### src/hdl/stat_consts.svh
// statistics collector constants

`ifndef STAT_CONSTS_SVH
`define STAT_CONSTS_SVH

// ########################################
// port and index geometry
// ########################################

// reporting ports
`define STAT_PORT_CNT     4
// statistics per port, global id = port * per_port + local id
`define STAT_PER_PORT     8
`define STAT_LOCAL_ID_W   3
`define STAT_ID_W         5

// ########################################
// data widths and reset timing
// ########################################

`define STAT_INC_W        16
// counters wrap modulo 2^32
`define STAT_COUNT_W      32
`define STAT_SYNC_STAGES  2
// port reset hold after all conditions clear, in cycles
`define STAT_RESET_HOLD   16

`endif
### src/hdl/port_reset_ctrl.sv
// ethernet port reset sequencer

`timescale 1ns/1ps
`default_nettype none

`include "stat_consts.svh"

module port_reset_ctrl (
    input  wire logic                       clk_125mhz_i,
    input  wire logic                       arst_n_i,

    input  wire logic                       init_busy_i,
    input  wire logic                       pll_locked_i,

    output logic [`STAT_PORT_CNT-1:0]       port_resetl_o
);

    localparam int HOLD_W = $clog2(`STAT_RESET_HOLD + 1);

    logic [`STAT_SYNC_STAGES-1:0]  lock_sync_q;
    logic                          hold_cond;
    logic [HOLD_W-1:0]             hold_cnt_q;
    logic                          resetl_q;

    // pll lock comes from the clock synthesizer, not from this domain
    always_ff @(posedge clk_125mhz_i or negedge arst_n_i) begin
        if (!arst_n_i) begin
            lock_sync_q <= '0;
        end else begin
            lock_sync_q <= {lock_sync_q[`STAT_SYNC_STAGES-2:0], pll_locked_i};
        end
    end

    // init busy is already on the 125 MHz clock
    assign hold_cond = init_busy_i | ~lock_sync_q[`STAT_SYNC_STAGES-1];

    // counter loads hold-1 so release lands exactly hold cycles later
    always_ff @(posedge clk_125mhz_i or negedge arst_n_i) begin
        if (!arst_n_i) begin
            hold_cnt_q <= HOLD_W'(`STAT_RESET_HOLD - 1);
            resetl_q   <= 1'b0;
        end else if (hold_cond) begin
            hold_cnt_q <= HOLD_W'(`STAT_RESET_HOLD - 1);
            resetl_q   <= 1'b0;
        end else if (hold_cnt_q != '0) begin
            hold_cnt_q <= hold_cnt_q - 1'b1;
        end else begin
            resetl_q   <= 1'b1;
        end
    end

    // same reset for every port
    assign port_resetl_o = {`STAT_PORT_CNT{resetl_q}};

endmodule

`default_nettype wire

### config.mk
export PLATFORM = sky130hd
export DESIGN_NAME = port_reset_ctrl
export DESIGN_NICKNAME = d
export VERILOG_FILES = /design/src/hdl/port_reset_ctrl.sv
export VERILOG_INCLUDE_DIRS = /design/src /design/src/hdl
export SDC_FILE = /design/constraint.sdc
export NUM_CORES = 1
export LEC_CHECK = 0
export BUFFER_PORTS_ARGS = -buffer_cell sky130_fd_sc_hd__buf_4
export CAP_MARGIN = 20
export CELL_PAD_IN_SITES_DETAIL_PLACEMENT = 1
export CELL_PAD_IN_SITES_GLOBAL_PLACEMENT = 2
export CORE_UTILIZATION = 28
export CTS_CLUSTER_SIZE = 16
export DETAILED_ROUTE_END_ITERATION = 10
export GPL_TIMING_DRIVEN = 1
export PLACE_DENSITY_LB_ADDON = 0.1
export SLEW_MARGIN = 20
export SYNTH_ARGS = -nofsm -noshare
export SYNTH_HDL_FRONTEND = slang
export SYNTH_SLANG_ARGS = --single-unit
### constraint.sdc
create_clock -name clk_125mhz_i -period 2 [get_ports clk_125mhz_i]
set_input_delay 0.4 -clock clk_125mhz_i [delete_from_list [all_inputs] [get_ports clk_125mhz_i]]
set_output_delay 0.4 -clock clk_125mhz_i [all_outputs]
set_load 0.02 [all_outputs]
==> summary.txt <==
CP required = 2.20 ns
highest routed metal layer = met4
worst slack at placement = 0.502 ns
Fin. Hold Viols = 0
total global-route track usage = 0.126
family with the most delay on the worst path = simple AND/OR/NAND/NOR gates
Reg-to-Reg Start = hold_cnt_q[0]
width of the die = 39.2 um
Final Wtd Congestion = 0.782
Initial DRC Count = 1
hold path start = pll_locked_i
Design Area, Final = 464 um^2
Worst Tran Pin Value = 0.441 ns
post-DP HPWL = 535 um
fill cell count = 158
Starting Density = 0.301
global-route wire length before repair = 1.18 mm
clk_skew = 0.00695 ns
vias per cell = 4.50
CP startpoint kind = flip-flop
Seq/Total Area, Yosys = 0.531
CP Max Fanout = 5
synthesized area = 387 um^2
Die Y = 39.2 um
Max Fclk = 676 MHz
DRT Wirelength = 682 um
placed cell area = 428 um^2
TritonCTS buffer count = 3
H-tree depth = 1
Post-route DRC = 0
Worst R2R Setup Slack = 0.52 ns
Syn Inst Count = 33
antenna violations before repair = 0
FF-to-FF path depth = 5
static leakage = 0.210 nW
Setup TNS Final = 0 ns
largest net degree at the start of global routing = 9
n_diodes = 0
Area growth, synth to finish = 20.1%
Synth Register Bits = 8
area of the multi-input gates = 136 um^2
RSZ-0062 raised after global routing = no
first-pass detailed-route iteration total = 2
Congestion Overflow GR = 0
Synth Net Count = 38
met2 wire length = 348 um
vias in the first global route = 283
clock sink count = 8
CTS clock-pin slew for the worst setup and hold paths = 0.06 ns
period utilization = 0.740
post-layout min period = 1.48 ns
max-slew violation count = 0
synth warn = 0
average wire per standard cell = 12.2 um
crit path DAT = 1.68 ns
Max-Cap Viols = 0
WL met3 = 29 um
Die ar. = 1530 um^2
Setup-failing EPs final = 0
slowest library cell on the worst path = dfstp_2
setup ws final = 0.521 ns
WS Path Type = reg -> reg
# IOs = 8
Hold/Removal Path Class = in -> reg
vias = 252
CTS tree = built
worst hold endpoint = lock_sync_q[0]
run status = finished, final reports clean
CP cell instances = inv_1 > ha_1 > nor4b_4 > mux2_4 > nand2_2
worst path bufs/invs = 1
Crit Reg-Reg Endpoint = hold_cnt_q[1]
Pwr Density = 701 nW/um^2
site row count = 13
Clock Tree Buf Depth = 2
Reg area = 205 um^2
Clock Latency Late Sink = 0.26 ns
VDD IR-drop max = 309 uV
Core ar. = 1280 um^2
antenna-violating nets left = 0
Rel. slew slack = 0.705
Layout Nets = 47
count of input and output buffers = 7
CP peak stage delay = 0.38 ns
layout cell share with drive strength beyond 1 = 0.415
CTS root buf = clkbuf_4
Resized Gates After CTS = 0
CP Capture Type = flip-flop
Post-Route M1 WL = 297 um
Synth cell types = 18
hold depth = 1
synthesized area per cell = 11.7 um^2
worst register-to-register path, delay by kind of cell, from the launching register on:
| kind | cells | cell delay (ns) |
|---|---|---|
| and+or+nand+nor | 2 | 0.39 |
| DFF | 1 | 0.38 |
| muxes | 1 | 0.34 |
| adders and majority gates | 1 | 0.24 |
| buffers and inverters | 1 | 0.09 |
how the worst max path moves through the flow:
stage | slack, ns | depth (start not counted) | to | from
after global routing | 0.44 | 5 | hold_cnt_q[1] | hold_cnt_q[0]
after detailed placement | 0.50 | 5 | hold_cnt_q[1] | hold_cnt_q[0]
after global placement | 0.55 | 5 | hold_cnt_q[1] | hold_cnt_q[0]
final | 0.52 | 5 | hold_cnt_q[1] | hold_cnt_q[0]
after floorplan | 0.64 | 5 | hold_cnt_q[1] | hold_cnt_q[0]
after CTS | 0.50 | 5 | hold_cnt_q[1] | hold_cnt_q[0]
power by group:
part	internal [mW]	switching [mW]
Sequential	0.168	0.00195
Clock	0.0766	0.0595
Combinational	0.0101	0.00950
Total	0.254	0.0709
timing repair:
action	in CTS	in global routing
setup buffers	0	0
hold buffers	1	0
hold endpoints to repair	4	0
layer usage:
layer / up-vias / GRT usage
met5: - / 0
met4: 0 / 0.103
met3: 2 / 0.0347
met2: 7 / 0.204
met1: 120 / 0.135
li1: 123 / -
logic make-up after synthesis:
| family | after synthesis | synth area share |
|---|---|---|
| compound gates | 6 | 0.113 |
| mux | 1 | 0.0388 |
| fa+ha+maj | 1 | 0.0324 |
| xor+xnor | 1 | 0.0227 |
| buf+inv | 8 | 0.116 |
| simple gates | 8 | 0.146 |
| flops | 8 | 0.531 |
cell type report:
class | instances | share of cell area
clock buffers | 4 | 0.0566
inverters | 4 | 0.0323
multi-input cells | 17 | 0.294
flip-flops and latches | 8 | 0.442
well taps | 15 | 0.0404
repair buffers | 8 | 0.135
cell usage after synthesis:
master	instances	area, um^2
buf_4	4	30.0
dfrtp_1	4	100
dfstp_2	4	105
inv_1	4	15.0
nand2_1	2	7.51
nor2_1	2	7.51
o211ai_1	2	15.0
a21oi_1	1	5.00
ha_1	1	12.5
mux2_4	1	15.0
nand2_2	1	6.26
nand3_1	1	5.00
nor2b_1	1	6.26
nor4b_4	1	23.8
o2111ai_1	1	8.76
o21a_1	1	7.51
o31ai_1	1	7.51
xnor2_1	1	8.76
stage by stage:
| stage | util | total power, mW | hold WS [ns] | cells |
|---|---|---|---|---|
| after global routing | 0.361 | 0.342 | 0.241 | 56 |
| after global placement | 0.333 | 0.191 | 0.222 | 51 |
| after CTS | 0.361 | 0.333 | 0.244 | 56 |
| final | 0.361 | 0.325 | 0.253 | 56 |
| after detailed placement | 0.333 | 0.191 | 0.226 | 51 |
| after floorplan | - | 0.181 | 0.104 | 33 |
cell usage in the layout (no fill, tap or decap), types with 2 or more instances in the layout:
cell / count
dfrtp_1: 4
nand2_1: 2
buf_4: 7
nor2_1: 2
o211ai_1: 2
inv_1: 4
clkbuf_4: 3
dfstp_2: 4
flip-flops by register name, summed over array words and instances, names as in the netlist:
signal / cells
resetl_q: 1
hold_cnt_q: 5
lock_sync_q: 2
No activity file was read; power rests on OpenSTA's default activity.
