$ cat config.mk
export PLATFORM = sky130hd
export DESIGN_NAME = stat_slot
export DESIGN_NICKNAME = d
export VERILOG_FILES = /design/src/hdl/stat_pkg.sv /design/src/hdl/stat_slot.sv
export VERILOG_INCLUDE_DIRS = /design/src /design/src/hdl
export SDC_FILE = /design/constraint.sdc
export NUM_CORES = 1
export LEC_CHECK = 0
export BUFFER_PORTS_ARGS = -buffer_cell sky130_fd_sc_hd__buf_2
export CELL_PAD_IN_SITES_DETAIL_PLACEMENT = 0
export CELL_PAD_IN_SITES_GLOBAL_PLACEMENT = 1
export CORE_MARGIN = 2
export CORE_UTILIZATION = 30
export DETAILED_ROUTE_END_ITERATION = 7
export PLACE_DENSITY_LB_ADDON = 0.1
export SLEW_MARGIN = 40
export SYNTH_ARGS = -nofsm -noshare
export SYNTH_HDL_FRONTEND = slang
export SYNTH_SLANG_ARGS = --single-unit
$ cat constraint.sdc
create_clock -name clk_125mhz_i -period 1.65 [get_ports clk_125mhz_i]
set_clock_uncertainty 0.2 [all_clocks]
set_input_delay 0.495 -clock clk_125mhz_i [delete_from_list [all_inputs] [get_ports clk_125mhz_i]]
set_output_delay 0.495 -clock clk_125mhz_i [all_outputs]
set_load 0.05 [all_outputs]
$ cat src/hdl/stat_consts.svh
// statistics collector constants

`ifndef STAT_CONSTS_SVH
`define STAT_CONSTS_SVH

// ########################################
// port and index geometry
// ########################################

// reporting ports
`define STAT_PORT_CNT     4
// statistics per port, global id = port * per_port + local id
`define STAT_PER_PORT     8
`define STAT_LOCAL_ID_W   3
`define STAT_ID_W         5

// ########################################
// data widths and reset timing
// ########################################

`define STAT_INC_W        16
// counters wrap modulo 2^32
`define STAT_COUNT_W      32
`define STAT_SYNC_STAGES  2
// port reset hold after all conditions clear, in cycles
`define STAT_RESET_HOLD   16

`endif
$ cat src/hdl/stat_pkg.sv
// statistics collector types

`default_nettype none

`include "stat_consts.svh"

package stat_pkg;

    typedef logic [`STAT_LOCAL_ID_W-1:0] stat_local_id_t;
    typedef logic [`STAT_ID_W-1:0]       stat_id_t;
    typedef logic [`STAT_INC_W-1:0]      stat_inc_t;
    typedef logic [`STAT_COUNT_W-1:0]    stat_count_t;

    // one pending report inside a port slot
    typedef struct packed {
        stat_local_id_t id;
        stat_inc_t      inc;
    } stat_local_upd_t;

    // merged update towards the counter bank
    typedef struct packed {
        stat_id_t  id;
        stat_inc_t inc;
    } stat_update_t;

endpackage

`default_nettype wire

$ cat src/hdl/stat_slot.sv
// per-port statistic holding slot

`timescale 1ns/1ps
`default_nettype none

module stat_slot (
    input  wire logic                     clk_125mhz_i,
    input  wire logic                     arst_n_i,

    // increment report from the port
    input  wire logic                     strobe_i,
    input  stat_pkg::stat_local_upd_t     upd_i,

    // towards the arbiter
    input  wire logic                     grant_i,
    output logic                          pending_o,
    output stat_pkg::stat_local_upd_t     upd_o
);

    logic                       pending_q;
    stat_pkg::stat_local_upd_t  upd_q;

    // a strobe wins over a grant in the same cycle,
    // the slot simply reloads with the new report
    always_ff @(posedge clk_125mhz_i or negedge arst_n_i) begin
        if (!arst_n_i) begin
            pending_q <= 1'b0;
        end else if (strobe_i) begin
            pending_q <= 1'b1;
        end else if (grant_i) begin
            pending_q <= 1'b0;
        end
    end

    // payload capture
    always_ff @(posedge clk_125mhz_i) begin
        if (strobe_i) begin
            upd_q <= upd_i;
        end
    end

    assign pending_o = pending_q;
    assign upd_o     = upd_q;

endmodule

`default_nettype wire

==> results.toml, run 1 <==
[run_status]
outcome = "finished clean"

[synthesis]
synth-seq-cells = 20
synth.most_common_cell = "edfxtp_1"
synth_area_leader_cell = "edfxtp_1"
yosys.area.top_type_share_pct = 94.0
ys_async_sr_fraction_pct = 5.00
yosysWarnings = 0
synth_cell_types = 4
synth_commonest_cells = "19 x edfxtp_1, 1 x a21o_1, 1 x dfrtp_1, 1 x inv_1"
synth_edf_count = 19
synth_area_leaders = "edfxtp_1 94%, dfrtp_1 4.1%, a21o_1 1.2%"
synth_area_sq_um = 607
syn_nets = 45
synth_ff_type = "edfxtp_1"
avgSynthCellArea_sq_um = 27.6
yosysSeqAreaShare_pct = 98.1
syn_inst = 22

[route]
drt_first_pass_iters = 1
drtAntennaViolNets = 0
wl_per_cell_um = 9.95
wirelength_um = 955
viasPerCell = 3.74
route.detailed.drc = 0
drt_iter0_drc = 0
vias = 359

[worst_setup_path]
worstPathMaxFanout = 2
crit_chain = "buf_2"
critPathKind = "flip-flop to output port"
rr_startpoint = "pending_o$_DFFE_PN0P_"
r2r-end = "pending_o$_DFFE_PN0P_"
end_kind = "output port"
slowest_stage = "dfrtp_1"
slowest_delay_ns = 0.36
crit_family = "flip-flops"
worstPathRequired_ns = 0.95
critPathLaunchType = "flip-flop"
arrival_ns = 0.90
ff2ff_path_depth = 1
r2r_slack_ns = 0.80
path_buf_inv = 1

[clock_tree]
htreeDepth = 1
cts_tree = "built"
cts_root_buffer = "clkbuf_4"
clk_pin_slew_ns = 0.11
cts_resized = 0
cts_buffer_depth = 2
clock_latency_ns = 0.28
numCtsBuffers = 3
cts.sinks = 20

[global_routing]
grt_antenna_before_repair = 0
grt_pass1_vias = 337
grt_pass1_wl_mm = 1.37
track_usage_pct = 7.57
grt_max_degree = 21
grt_overflow_total = 0

[die]
fp.dieH_um = 49.0
rows = 16
initial_core_util_pct = 31.3
die_x_um = 49.0
core-area_sq_um = 1940
die_area_sq_um = 2400
io_pins = 43

[hold_path]
hp-class = "input port to flip-flop"
hold_start = "upd_i[17]"
hold_end = "upd_o[17]$_DFFE_PP_"
worstHoldPathCells = 1

[timing]
setup_ws_ns = 0.0552
worstMarginPinSlew_ns = 0.421
fin_setup_tns_ns = 0
setup_viol = 0
final-max-slew-violation-count = 0
rsz0062_at_grt = "no"
max_freq_ghz = 0.627
hold_violations = 0
final.period_utilization_pct = 96.7
fin_crit_ns = 1.59
slew-limit-headroom_pct = 71.9

[placed_design]
place_area_sq_um = 851
gp_congestion = 0.615
dp_cells = 91
dpl_worst_slack_ns = 0.229
port_buffers = 42

[power_and_ir_drop]
peakVddDrop_mv = 0.635
p_per_area_nw_per_um2 = 1170
p_leak_nw = 0.392

[cells_and_area]
final_area_sq_um = 887
syn_to_final_growth_pct = 46.2
layout.nets = 93
n_antenna_cell = 0
final_cells = 96
drive_gt1_share_pct = 65.2

[flow_run]
cap_violations = 0
-- where the power goes --
group          leakage (nW)  internal [W]  total (W)  switching [W]
Clock                0.0154     0.0000878   0.000224       0.000136
Combinational         0.180     0.0000459   0.000212       0.000166
Sequential            0.197      0.000599   0.000607     0.00000813
-- per-stage QoR --
stage          utilization [%]  total power, W  hold WS (ns)
2_1_floorplan                -        0.000764     -0.000591
3_3_place_gp              43.8        0.000830        0.0701
5_1_grt                   45.7         0.00108         0.160
6_report                  45.7         0.00104         0.170
4_1_cts                   45.7         0.00105         0.166
3_5_place_dp              43.8        0.000831        0.0723
-- timing repair --
action                    in CTS  in global routing
buffers inserted               0                  0
hold endpoints to repair       1                  0
hold buffers                   1                  0
-- area by class of cell --
cell class | count | area [sq um]
timing repair buffer | 43 | 220
tap | 27 | 33.8
clock buffer | 3 | 22.5
fill | 182 | 1050
sequential | 20 | 596
clock inverter | 1 | 3.75
inverter | 1 | 3.75
multi-input combinational | 1 | 7.51
-- how the worst max path moves through the flow --
stage | startpoint | end | slack (ns) | cells past startpoint
6_report | pending_o$_DFFE_PN0P_ | pending_o | 0.06 | 1
5_1_grt | pending_o$_DFFE_PN0P_ | pending_o | 0.002 | 1
4_1_cts | pending_o$_DFFE_PN0P_ | pending_o | 0.04 | 1
3_5_place_dp | strobe_i | upd_o[15]$_DFFE_PP_ | 0.23 | 1
3_3_place_gp | strobe_i | upd_o[11]$_DFFE_PP_ | 0.23 | 1
2_1_floorplan | upd_o[0]$_DFFE_PP_ | upd_o[0] | 0.35 | 0
-- kinds of logic (layout without fill, tap and decap cells) --
kind of cell,count (synthesis),after routing,synth area share [%]
AO/OA/AOI/OAI,1,1,1.24
buffers and inverters,1,48,0.618
flip-flops,20,20,98.1
-- routing by layer --
layer | up-vias | share of wire [%] | global-route usage (%)
li1 | 180 | - | -
met1 | 155 | 37 | 8.18
met2 | 24 | 52 | 13.9
met3 | 0 | 11 | 2.15
met4 | 0 | 0 | 2.86
met5 | - | 0 | 0
-- layout by cell type, fill, tap and decap left out, drive strengths merged --
master	synthesis	layout
buf	0	42
inv	1	1
dfrtp	1	1
edfxtp	19	19
clkinv	0	1
clkbuf	0	3
a21o	1	1
dlygate4sd3	0	1
-- registers in the layout, summed over array words and instances (netlist names) --
name	flops
upd_o	19
pending_o	1
Power figures use the tool's default switching activity.
==> run 2, diff against run 1 <==
- GPL_TIMING_DRIVEN: default -> 0
- SKIP_LAST_GASP: default -> 1
==> results.toml, run 2 (same netlist as run 1, synthesis figures left out) <==
[worst_setup_path]
path_buf_inv = 1
slowest_stage = "edfxtp_1"
rr_startpoint = "pending_o$_DFFE_PN0P_"
critPathLaunchType = "flip-flop"
worstPathMaxFanout = 1
critPathKind = "flip-flop to output port"
crit_chain = "buf_2"
ff2ff_path_depth = 1
r2r_slack_ns = 0.80
end_kind = "output port"
worstPathRequired_ns = 0.95
arrival_ns = 0.88
crit_family = "flip-flops"
path_depth = 1
slowest_delay_ns = 0.33
startpoint = "upd_o[10]$_DFFE_PP_"
r2r-end = "pending_o$_DFFE_PN0P_"

[timing]
final-max-slew-violation-count = 0
slew-limit-headroom_pct = 71.8
worstMarginPinSlew_ns = 0.424
fin_crit_ns = 1.58
fin_setup_tns_ns = 0
final.period_utilization_pct = 95.7
rsz0062_at_grt = "no"
max_freq_ghz = 0.634
hold_violations = 0
setup_viol = 0

[die]
io_pins = 43
die_area_sq_um = 2400
initial_core_util_pct = 31.3
die_x_um = 49.0
fp.dieH_um = 49.0
rows = 16
core-area_sq_um = 1940

[route]
viasPerCell = 3.78
wl_per_cell_um = 9.56
wirelength_um = 918
drt_iter0_drc = 3
route.detailed.drc = 0
drt_first_pass_iters = 2
drtAntennaViolNets = 0
vias = 363

[placed_design]
port_buffers = 42
gp_congestion = 0.636
dp_cells = 91

[cells_and_area]
final_util_pct = 45.8
final_cells = 96
drive_gt1_share_pct = 65.2
layout.nets = 93
syn_to_final_growth_pct = 46.6
mostFrequentLayoutCells = "41 x buf_2, 19 x edfxtp_1, 4 x clkbuf_4"
largest_reg_flops = 19
layout_commonest_cell = "buf_2"
n_antenna_cell = 0

[global_routing]
grt_max_degree = 21
grt_overflow_total = 0
grt_pass1_vias = 373
track_usage_pct = 8.06
grt_pass1_wl_mm = 1.46
grt_antenna_before_repair = 0

[clock_tree]
cts.sinks = 20
cts_tree = "built"
htreeDepth = 1
numCtsBuffers = 3
cts_buffer_depth = 2
cts_root_buffer = "clkbuf_4"
clock_latency_ns = 0.28
clk_pin_slew_ns = 0.10

[hold_path]
hold_start = "upd_i[2]"
hold_end = "upd_o[2]$_DFFE_PP_"
worstHoldPathCells = 1
hp-class = "input port to flip-flop"

[power_and_ir_drop]
peakVddDrop_mv = 0.445
p_per_area_nw_per_um2 = 1170
p_leak_nw = 0.392

[flow_run]
cap_violations = 0

[run_status]
outcome = "finished clean"
## run 2: cell count changes in the layout (fill, tap and decap cells not counted)
cell,before,now
buf_2,42,41
clkbuf_1,0,1
clkbuf_4,3,4
clkinv_1,1,0
## run 2: metal layers
metal / global-route usage [%] / share of wire (%) / vias up
met5: 0 / 0 / -
met4: 2.86 / 0 / 0
li1: - / - / 179
met1: 8.44 / 36 / 160
met2: 14.4 / 54 / 24
met3: 3.37 / 9.7 / 0
## run 2: repair_timing
item	4_1_cts	5_1_grt
endpoints found under the setup margin	0	1
hold buffers	1	0
endpoints found under the hold margin	1	0
gates resized for setup	0	1
setup buffers	0	0
## run 2: power breakdown
part	switching [W]	leakage [nW]	total [W]	internal [W]
Sequential	0.00000731	0.197	0.000606	0.000599
Clock	0.000130	0.0150	0.000224	0.0000938
Combinational	0.000165	0.181	0.000212	0.0000467
Total	0.000303	0.392	0.00104	0.000739
## run 2: worst max-delay path by stage
stage	to	slack [ns]
final	upd_o[10]	0.07
after CTS	pending_o	0.04
after global routing	upd_o[14]	0.02
after global placement	upd_o[11]$_DFFE_PP_	0.22
after floorplan	upd_o[0]	0.35
after detailed placement	upd_o[3]$_DFFE_PP_	0.22
## run 2: area by class of cell
type                            instances  area, sq um
Fill cell                             184         1050
Timing Repair Buffer                   43          223
Multi-Input combinational cell          1         7.51
Tap cell                               27         33.8
Sequential cell                        20          596
Inverter                                1         3.75
Clock buffer                            4         26.3
## run 2: per-stage QoR
step	instance area, sq um	hold slack [ns]	worst slack (ns)	total power (W)
after floorplan	607	-0.000591	0.354	0.000764
after global placement	851	0.0716	0.219	0.000829
after detailed placement	851	0.0735	0.222	0.000829
after CTS	887	0.162	0.0380	0.00106
after global routing	890	0.151	0.0231	0.00109
final	890	0.174	0.0716	0.00104
