[src/hdl/stat_consts.svh]
// statistics collector constants

`ifndef STAT_CONSTS_SVH
`define STAT_CONSTS_SVH

// ########################################
// port and index geometry
// ########################################

// reporting ports
`define STAT_PORT_CNT     4
// statistics per port, global id = port * per_port + local id
`define STAT_PER_PORT     8
`define STAT_LOCAL_ID_W   3
`define STAT_ID_W         5

// ########################################
// data widths and reset timing
// ########################################

`define STAT_INC_W        16
// counters wrap modulo 2^32
`define STAT_COUNT_W      32
`define STAT_SYNC_STAGES  2
// port reset hold after all conditions clear, in cycles
`define STAT_RESET_HOLD   16

`endif
[src/hdl/stat_pkg.sv]
// statistics collector types

`default_nettype none

`include "stat_consts.svh"

package stat_pkg;

    typedef logic [`STAT_LOCAL_ID_W-1:0] stat_local_id_t;
    typedef logic [`STAT_ID_W-1:0]       stat_id_t;
    typedef logic [`STAT_INC_W-1:0]      stat_inc_t;
    typedef logic [`STAT_COUNT_W-1:0]    stat_count_t;

    // one pending report inside a port slot
    typedef struct packed {
        stat_local_id_t id;
        stat_inc_t      inc;
    } stat_local_upd_t;

    // merged update towards the counter bank
    typedef struct packed {
        stat_id_t  id;
        stat_inc_t inc;
    } stat_update_t;

endpackage

`default_nettype wire

[src/hdl/stat_counter_bank.sv]
// statistic counter bank

`timescale 1ns/1ps
`default_nettype none

`include "stat_consts.svh"

module stat_counter_bank (
    input  wire logic                  clk_125mhz_i,
    input  wire logic                  arst_n_i,

    // update stream from the arbiter
    input  wire logic                  upd_valid_i,
    input  stat_pkg::stat_update_t     upd_i,

    // read port
    input  wire logic                  rd_valid_i,
    input  stat_pkg::stat_id_t         rd_addr_i,
    output logic                       rd_data_valid_o,
    output stat_pkg::stat_count_t      rd_data_o
);

    localparam int CNT_NUM = `STAT_PORT_CNT * `STAT_PER_PORT;

    stat_pkg::stat_count_t  cnt_q [CNT_NUM];
    stat_pkg::stat_count_t  cnt_inc;
    logic                   rd_valid_q;
    stat_pkg::stat_count_t  rd_data_q;

    // zero-extend the increment to counter width
    assign cnt_inc = stat_pkg::stat_count_t'(upd_i.inc);

    // ########################################
    // counter accumulation
    // ########################################

    always_ff @(posedge clk_125mhz_i or negedge arst_n_i) begin
        if (!arst_n_i) begin
            for (int i = 0; i < CNT_NUM; i++) begin
                cnt_q[i] <= '0;
            end
        end else if (upd_valid_i) begin
            // wraps at 2^32
            cnt_q[upd_i.id] <= cnt_q[upd_i.id] + cnt_inc;
        end
    end

    // ########################################
    // registered read
    // ########################################

    always_ff @(posedge clk_125mhz_i or negedge arst_n_i) begin
        if (!arst_n_i) begin
            rd_valid_q <= 1'b0;
        end else begin
            rd_valid_q <= rd_valid_i;
        end
    end

    // sampled before any same-cycle update lands,
    // so a colliding read sees the old count
    always_ff @(posedge clk_125mhz_i) begin
        if (rd_valid_i) begin
            rd_data_q <= cnt_q[rd_addr_i];
        end
    end

    assign rd_data_valid_o = rd_valid_q;
    assign rd_data_o       = rd_data_q;

endmodule

`default_nettype wire

[config.mk]
export PLATFORM = sky130hd
export DESIGN_NAME = stat_counter_bank
export DESIGN_NICKNAME = d
export VERILOG_FILES = /design/src/hdl/stat_pkg.sv /design/src/hdl/stat_counter_bank.sv
export VERILOG_INCLUDE_DIRS = /design/src /design/src/hdl
export SDC_FILE = /design/constraint.sdc
export NUM_CORES = 2
export LEC_CHECK = 0
export BUFFER_PORTS_ARGS = -buffer_cell sky130_fd_sc_hd__buf_2
export CAP_MARGIN = 20
export CELL_PAD_IN_SITES_DETAIL_PLACEMENT = 2
export CELL_PAD_IN_SITES_GLOBAL_PLACEMENT = 2
export CORE_MARGIN = 2
export CORE_UTILIZATION = 39
export CTS_CLUSTER_SIZE = 12
export DETAILED_ROUTE_END_ITERATION = 6
export PLACE_DENSITY = 0.79
export SYNTH_ARGS = -nofsm -noshare
export SYNTH_HDL_FRONTEND = slang
export SYNTH_SLANG_ARGS = --single-unit
[constraint.sdc]
create_clock -name clk_125mhz_i -period 3.65 [get_ports clk_125mhz_i]
set_input_delay 0.5475 -clock clk_125mhz_i [delete_from_list [all_inputs] [get_ports clk_125mhz_i]]
set_output_delay 0.5475 -clock clk_125mhz_i [all_outputs]
set_load 0.1 [all_outputs]
==> results by group, run 1 <==
Run status
  • Status: aborted with a tool error
  • Stopping stage: global routing
  • Stop err: [ERROR GRT-0232] Routing congestion too high. Check the congestion heatmap in the GUI.

Placement
  • Final GP Congestion: 0.887
  • Pre-CTS WS: -1.65 ns
  • Port Buffers: 62
  • Final HPWL DP: 180000 um

Floorplan
  • Die Wd: between 300 and 400 um
  • Initial Util: 39.3%
  • Die height: slightly below 400 um
  • Cell Rows: 140
  • Top Ports: 63

Global routing
  • Overall Global Routing Usage: a little over four fifths
  • Grt ovf: 202
  • Largest net degree at the start of global routing: 114
  • Initial antenna violation count: ~130

Synth
  • Top FF cell, synth: dfrtp_1
  • Synth Net Count: 5339
  • Synth Cell Area: 57400 um2
  • Synth Warn #: 0
  • Synth Instances: around 5.3k
  • #FFs+latches synth: 1057
  • Ys async rst share: 97.0%
  • Yosys cell types: 67
  • Average cell area after synthesis: 10.8 um2
  • Register area share after synthesis: 46.4%
  • Number of synthesized flops with an enable pin: 32

Clocking
  • Clock Tree Root: clkbuf_16
  • Max clock buf depth: 3
  • CTS sink cnt: 1057
  • H-Tree Depth: 4
  • TritonCTS Buffers: 130

Timing
  • Worst End Pin Type: register data pin
  • Worst_ep grt: cnt_q[828]$_DFFE_PN0P_/D
[cell usage after synthesis (6+ instances only)]
cell type  number  share of area, %
mux2_2         32              0.63
buf_2          65              0.57
nand3_1       168               1.5
or4_1           6             0.078
edfxtp_1       32               1.7
a221oi_1       32              0.49
buf_4           8              0.10
a21oi_1        10             0.087
nand2_2         7             0.076
nand2_1      1110               7.3
and3_1          8             0.087
buf_6          27              0.53
xnor2_1         9              0.14
nor4_1         57              0.62
o31ai_1        68              0.89
a22oi_1        97               1.3
o21ai_0       745               6.5
a31oi_1         6             0.065
nand4_1        51              0.56
o31ai_2        30              0.65
o22ai_1       115               1.3
or3_1          67              0.73
xor2_1         10              0.15
clkbuf_1      437               2.9
mux4_2        464                18
mux2i_1       256               4.5
dfrtp_1      1025                45
buf_1          42              0.27
and2_1          6             0.065
nor2_1        144              0.94
o21ai_2        60              0.92
nand4bb_1       6              0.12
ha_1           16              0.35
[per-layer routing]
layer / overflow / global-route usage, %
met2: 78 / 92.3
met5: 4 / 66.5
met4: 80 / 83.8
met1: 12 / 82.8
met3: 28 / 80.9
[timing repair]
action,in CTS
resized for setup,192
endpoints found under the setup margin,864
pin swaps,48
buffers inserted,34
endpoints found under the hold margin,22
cloned,20
hold buffers,1
[logic make-up after synthesis]
family | Yosys count | synth area share, %
AND/OR/NAND/NOR | 1675 | 12.8
AO/OA/AOI/OAI | 1188 | 12.5
flip-flops | 1057 | 46.4
multiplexers | 752 | 23.3
buffers and inverters | 583 | 4.36
XOR/XNOR | 20 | 0.318
adder cells (fa/ha/maj) | 17 | 0.384
[per-stage QoR]
| step | std cells | hold WS, ns | cell area, um2 | TNS [ns] | utilization, % |
|---|---|---|---|---|---|
| after global placement | 7505 | 0.474 | 65800 | -853.36 | 45.1 |
| after floorplan | 5292 | 0.252 | 57700 | -526.58 | - |
| after CTS | 7796 | 0.343 | 72000 | -269.49 | 49.3 |
| after detailed placement | 7505 | 0.501 | 65800 | -1108.13 | 45.1 |
==> run 2: changes to the inputs <==
- CELL_PAD_IN_SITES_DETAIL_PLACEMENT: 2 -> unset
- CELL_PAD_IN_SITES_GLOBAL_PLACEMENT: 2 -> unset
- CORE_UTILIZATION: 39 -> 40
- CTS_CLUSTER_SIZE: 12 -> unset
- PLACE_DENSITY: 0.79 -> unset
- PLACE_DENSITY_LB_ADDON: unset -> 0.15
- clock period: 3.65 -> 4.7 ns (I/O delays scaled with it)
==> results by group, run 2 <==
Drt
  • Drt first pass iters: 6
  • Via count: between 40k and 50k
  • DR WL/cell: 28.8 um
  • DRC Markers: 0
  • Final WL: 208000 um
  • Antenna violation net count after detailed routing: 0
  • Via/cell ratio: 6.12
  • Initial detailed-routing violation count: about 4.6k

Global routing
  • Initial antenna violation count: 5
  • Grt ovf: 0
  • First-pass GRT wire length: about 310000 um
  • Largest net degree at the start of global routing: between 100 and 150
  • Met3 usage: 4.42%
  • Vias in the first global route: roughly 43k
  • Gr busiest metal: met2
  • Met2 usage: 43.4%
  • GR Util met1: 41.7%
  • Overall Global Routing Usage: 28.5%

Critical path
  • CP delay by family, top: compound AO/OA/AOI/OAI gates
  • Crit path arrival time: 5.01 ns
  • Slowest-stage cell, CP: nor4_4
  • Crit Reg-Reg Endpoint: cnt_q[249]
  • Crit-path cells: buf_8 -> buf_12 -> buf_12 -> mux4_2 -> a22oi_1 -> nand4_1 -> ha_1 -> a21oi_1 -> o21ai_0 -> a22oi_1 -> o31ai_2 -> o21ai_2 -> nor4_4 -> buf_4 -> a21oi_4 -> buf_12 -> o31ai_2
  • R2R depth: 15
  • Crit. End Element: flip-flop
  • Max stage delay on crit path: roughly 0.7 ns
  • CP Max Fanout: 32
  • Startpoint Class: input pin
  • R2R Setup Slk: 0.32 ns
  • Crit path required time: 5.33 ns
  • Worst Path Buf+Inv: 5
  • Crit path top cell by count: buf_12
  • Reg2reg start: cnt_q[769]
  • Critical path class: input pin to flip-flop

Clocking
  • Max clock buf depth: 3
  • TritonCTS Buffers: 121
  • Clk_lat worst skew: ~0.79 ns
  • Clock Tree Root: clkbuf_16
  • Postcts setup bufs: 0
  • CTS tree: done
  • H-Tree Depth: 3
  • Reg clk slew, reported paths: 0.06 ns
  • CTS sink cnt: ~1.1k

Layout
  • Leading cell types in the layout, fill and taps excluded: nand2_1, dfrtp_1, o21ai_0
  • Final Cell Area: ~66000 um2
  • Share of layout cells above drive strength 1: between 20% and 30%
  • Commonest non-fill, non-tap cell in the layout: nand2_1
  • Layout Nets: 5274
  • Number of flip-flops in the largest register: 1024
  • Storage cell area: 26600 um2
  • Area taken by multi-input logic gates: 28800 um2
  • Largest reg by FF count: cnt_q
  • Fill cell count: 13.0k
  • P&R area growth vs syn: 15.0%

Flow run
  • Max Cap Viol: 0

Min path
  • Hold EP: cnt_q[545]
  • Hold WC Path Type: flip-flop to flip-flop
  • Hold path start: cnt_q[545]
  • Worst hold path depth: 2

Timing
  • Count of pins over their slew limit: 0
  • Final count of hold timing violations: 0
  • Post-Route Skew: 0.0633 ns
  • F_max: 228 MHz
  • Max_slew headroom: 22.5%
  • Crit share post-route: between 90% and 100%
  • Final setup viols: 0
  • RSZ-0062 raised after global routing: false
  • Worst-margin pin slew: ~1.2 ns
  • Min cycle time layout: between 4 and 5 ns

Floorplan
  • Core area: 142000 um2
  • Die height: approximately 380 um
  • Die area: ~150000 um2
  • Top Ports: 63
  • Initial Util: about two fifths
  • Die Wd: 383 um
  • Cell Rows: 138

Run status
  • Status: completed

Power
  • Psw: roughly 9.6 mW
  • Switching share of power: 32.2%
  • Power Density: around 450 nW/um2
  • Cell Int Power: 20.3 mW
  • Peak supply drop: 0.316 mV
  • Gate power share: 25.0%
  • Clock Power Share: 33.5%
  • Sequential group share of total power: 41.5%
  • Power Total: 29.9 mW
  • Leakage power: 28.3 nW

Synth
  • Synth Cell Area: 57400 um2
  • Synth Net Count: 5339
  • Ys async rst share: 97.0%
  • Top FF cell, synth: dfrtp_1
  • Synth Instances: between 5k and 6k
  • Synth Warn #: 0
  • Number of synthesized flops with an enable pin: 32
  • Register area share after synthesis: 46.4%
  • Synth cell count leaders: nand2_1, dfrtp_1, o21ai_0
  • Count leader, synth: nand2_1
  • Share of the synthesized area in the top cell type: between 40% and 50%
  • #FFs+latches synth: 1057
  • Yosys cell types: 67
  • Ranking of synthesized cells by area: dfrtp_1, mux4_2, nand2_1
  • Average cell area after synthesis: 10.8 um2
  • Synth area leader: dfrtp_1

Placement
  • Area after DPL: 61700 um2
  • Final HPWL DP: 125000 um
  • Port Buffers: 62
  • Final GP Congestion: 0.842
==> run 2: worst min-delay path, stage by stage (launching register included) <==
cell,delay [ns]
dfrtp_1,0.35
nand2_1,0.05
o21ai_0,0.06
==> run 2: cells by family (layout without fill, tap and decap cells) <==
logic type               after synthesis  in the layout  synth area share (%)
buffers and inverters                583            624                  4.36
flip-flops                          1057           1057                  46.4
adder cells (fa/ha/maj)               17             17                 0.384
XOR/XNOR                              20             20                 0.318
other                                  0              3                     0
AND/OR/NAND/NOR                     1675           1675                  12.8
AO/OA/AOI/OAI                       1188           1188                  12.5
multiplexers                         752            752                  23.3
==> run 2: routing by layer <==
metal	part of all wire, %	vias to the layer above
met5	0.0063	-
met2	45	1779
met1	44	22800
li1	-	19300
met3	7.4	322
met4	3.2	2
==> run 2: repair_timing <==
action | CTS | global route
hold endpoints to repair | 20 | 0
endpoints found under the setup margin | 0 | 0
resized for setup | 0 | 0
hold buffers | 1 | 0
==> run 2: layout make-up <==
cell class              instances  area share (%)
inverters                       4          0.0228
repair buffers                391            6.09
well taps                    1890            3.58
flip-flops and latches       1057            40.3
diodes                          3          0.0114
clock inverters                55           0.996
clock buffers                 174            5.36
multi-input cells            3652            43.6
==> run 2: power groups by stage <==
stage          sequential, mW  combinational (mW)  clock [mW]
2_1_floorplan            12.4                4.78           0
4_1_cts                  12.4                7.48        10.2
6_report                 12.4                7.49        10.0
3_5_place_dp             12.5                7.47           0
3_3_place_gp             12.4                7.37           0
5_1_grt                  12.6                8.18        10.5
==> run 2: stage by stage <==
stage               TNS, ns  hold WS, ns  cells  util [%]  setup WS, ns
global placement     -54.69        0.474   6990      43.5        -0.384
floorplan            -0.707        0.409   5292         -       -0.0293
finish                    0        0.493   7226      46.5         0.313
CTS                       0        0.499   7220      46.4         0.306
detailed placement   -67.77        0.486   6990      43.5        -0.421
global route              0        0.520   7224      46.5        0.0626
==> run 2: worst max path at each step <==
stage	startpoint	endpoint	slack [ns]	depth (start not counted)
floorplan	upd_i[17]	cnt_q[153]	-0.03	22
detailed placement	upd_i[16]	cnt_q[247]	-0.42	17
global route	upd_i[16]	cnt_q[57]	0.06	16
global placement	upd_i[16]	cnt_q[215]	-0.38	17
CTS	cnt_q[833]	cnt_q[505]	0.31	15
finish	upd_i[16]	cnt_q[249]	0.31	17
No activity file was read; power rests on OpenSTA's default activity.
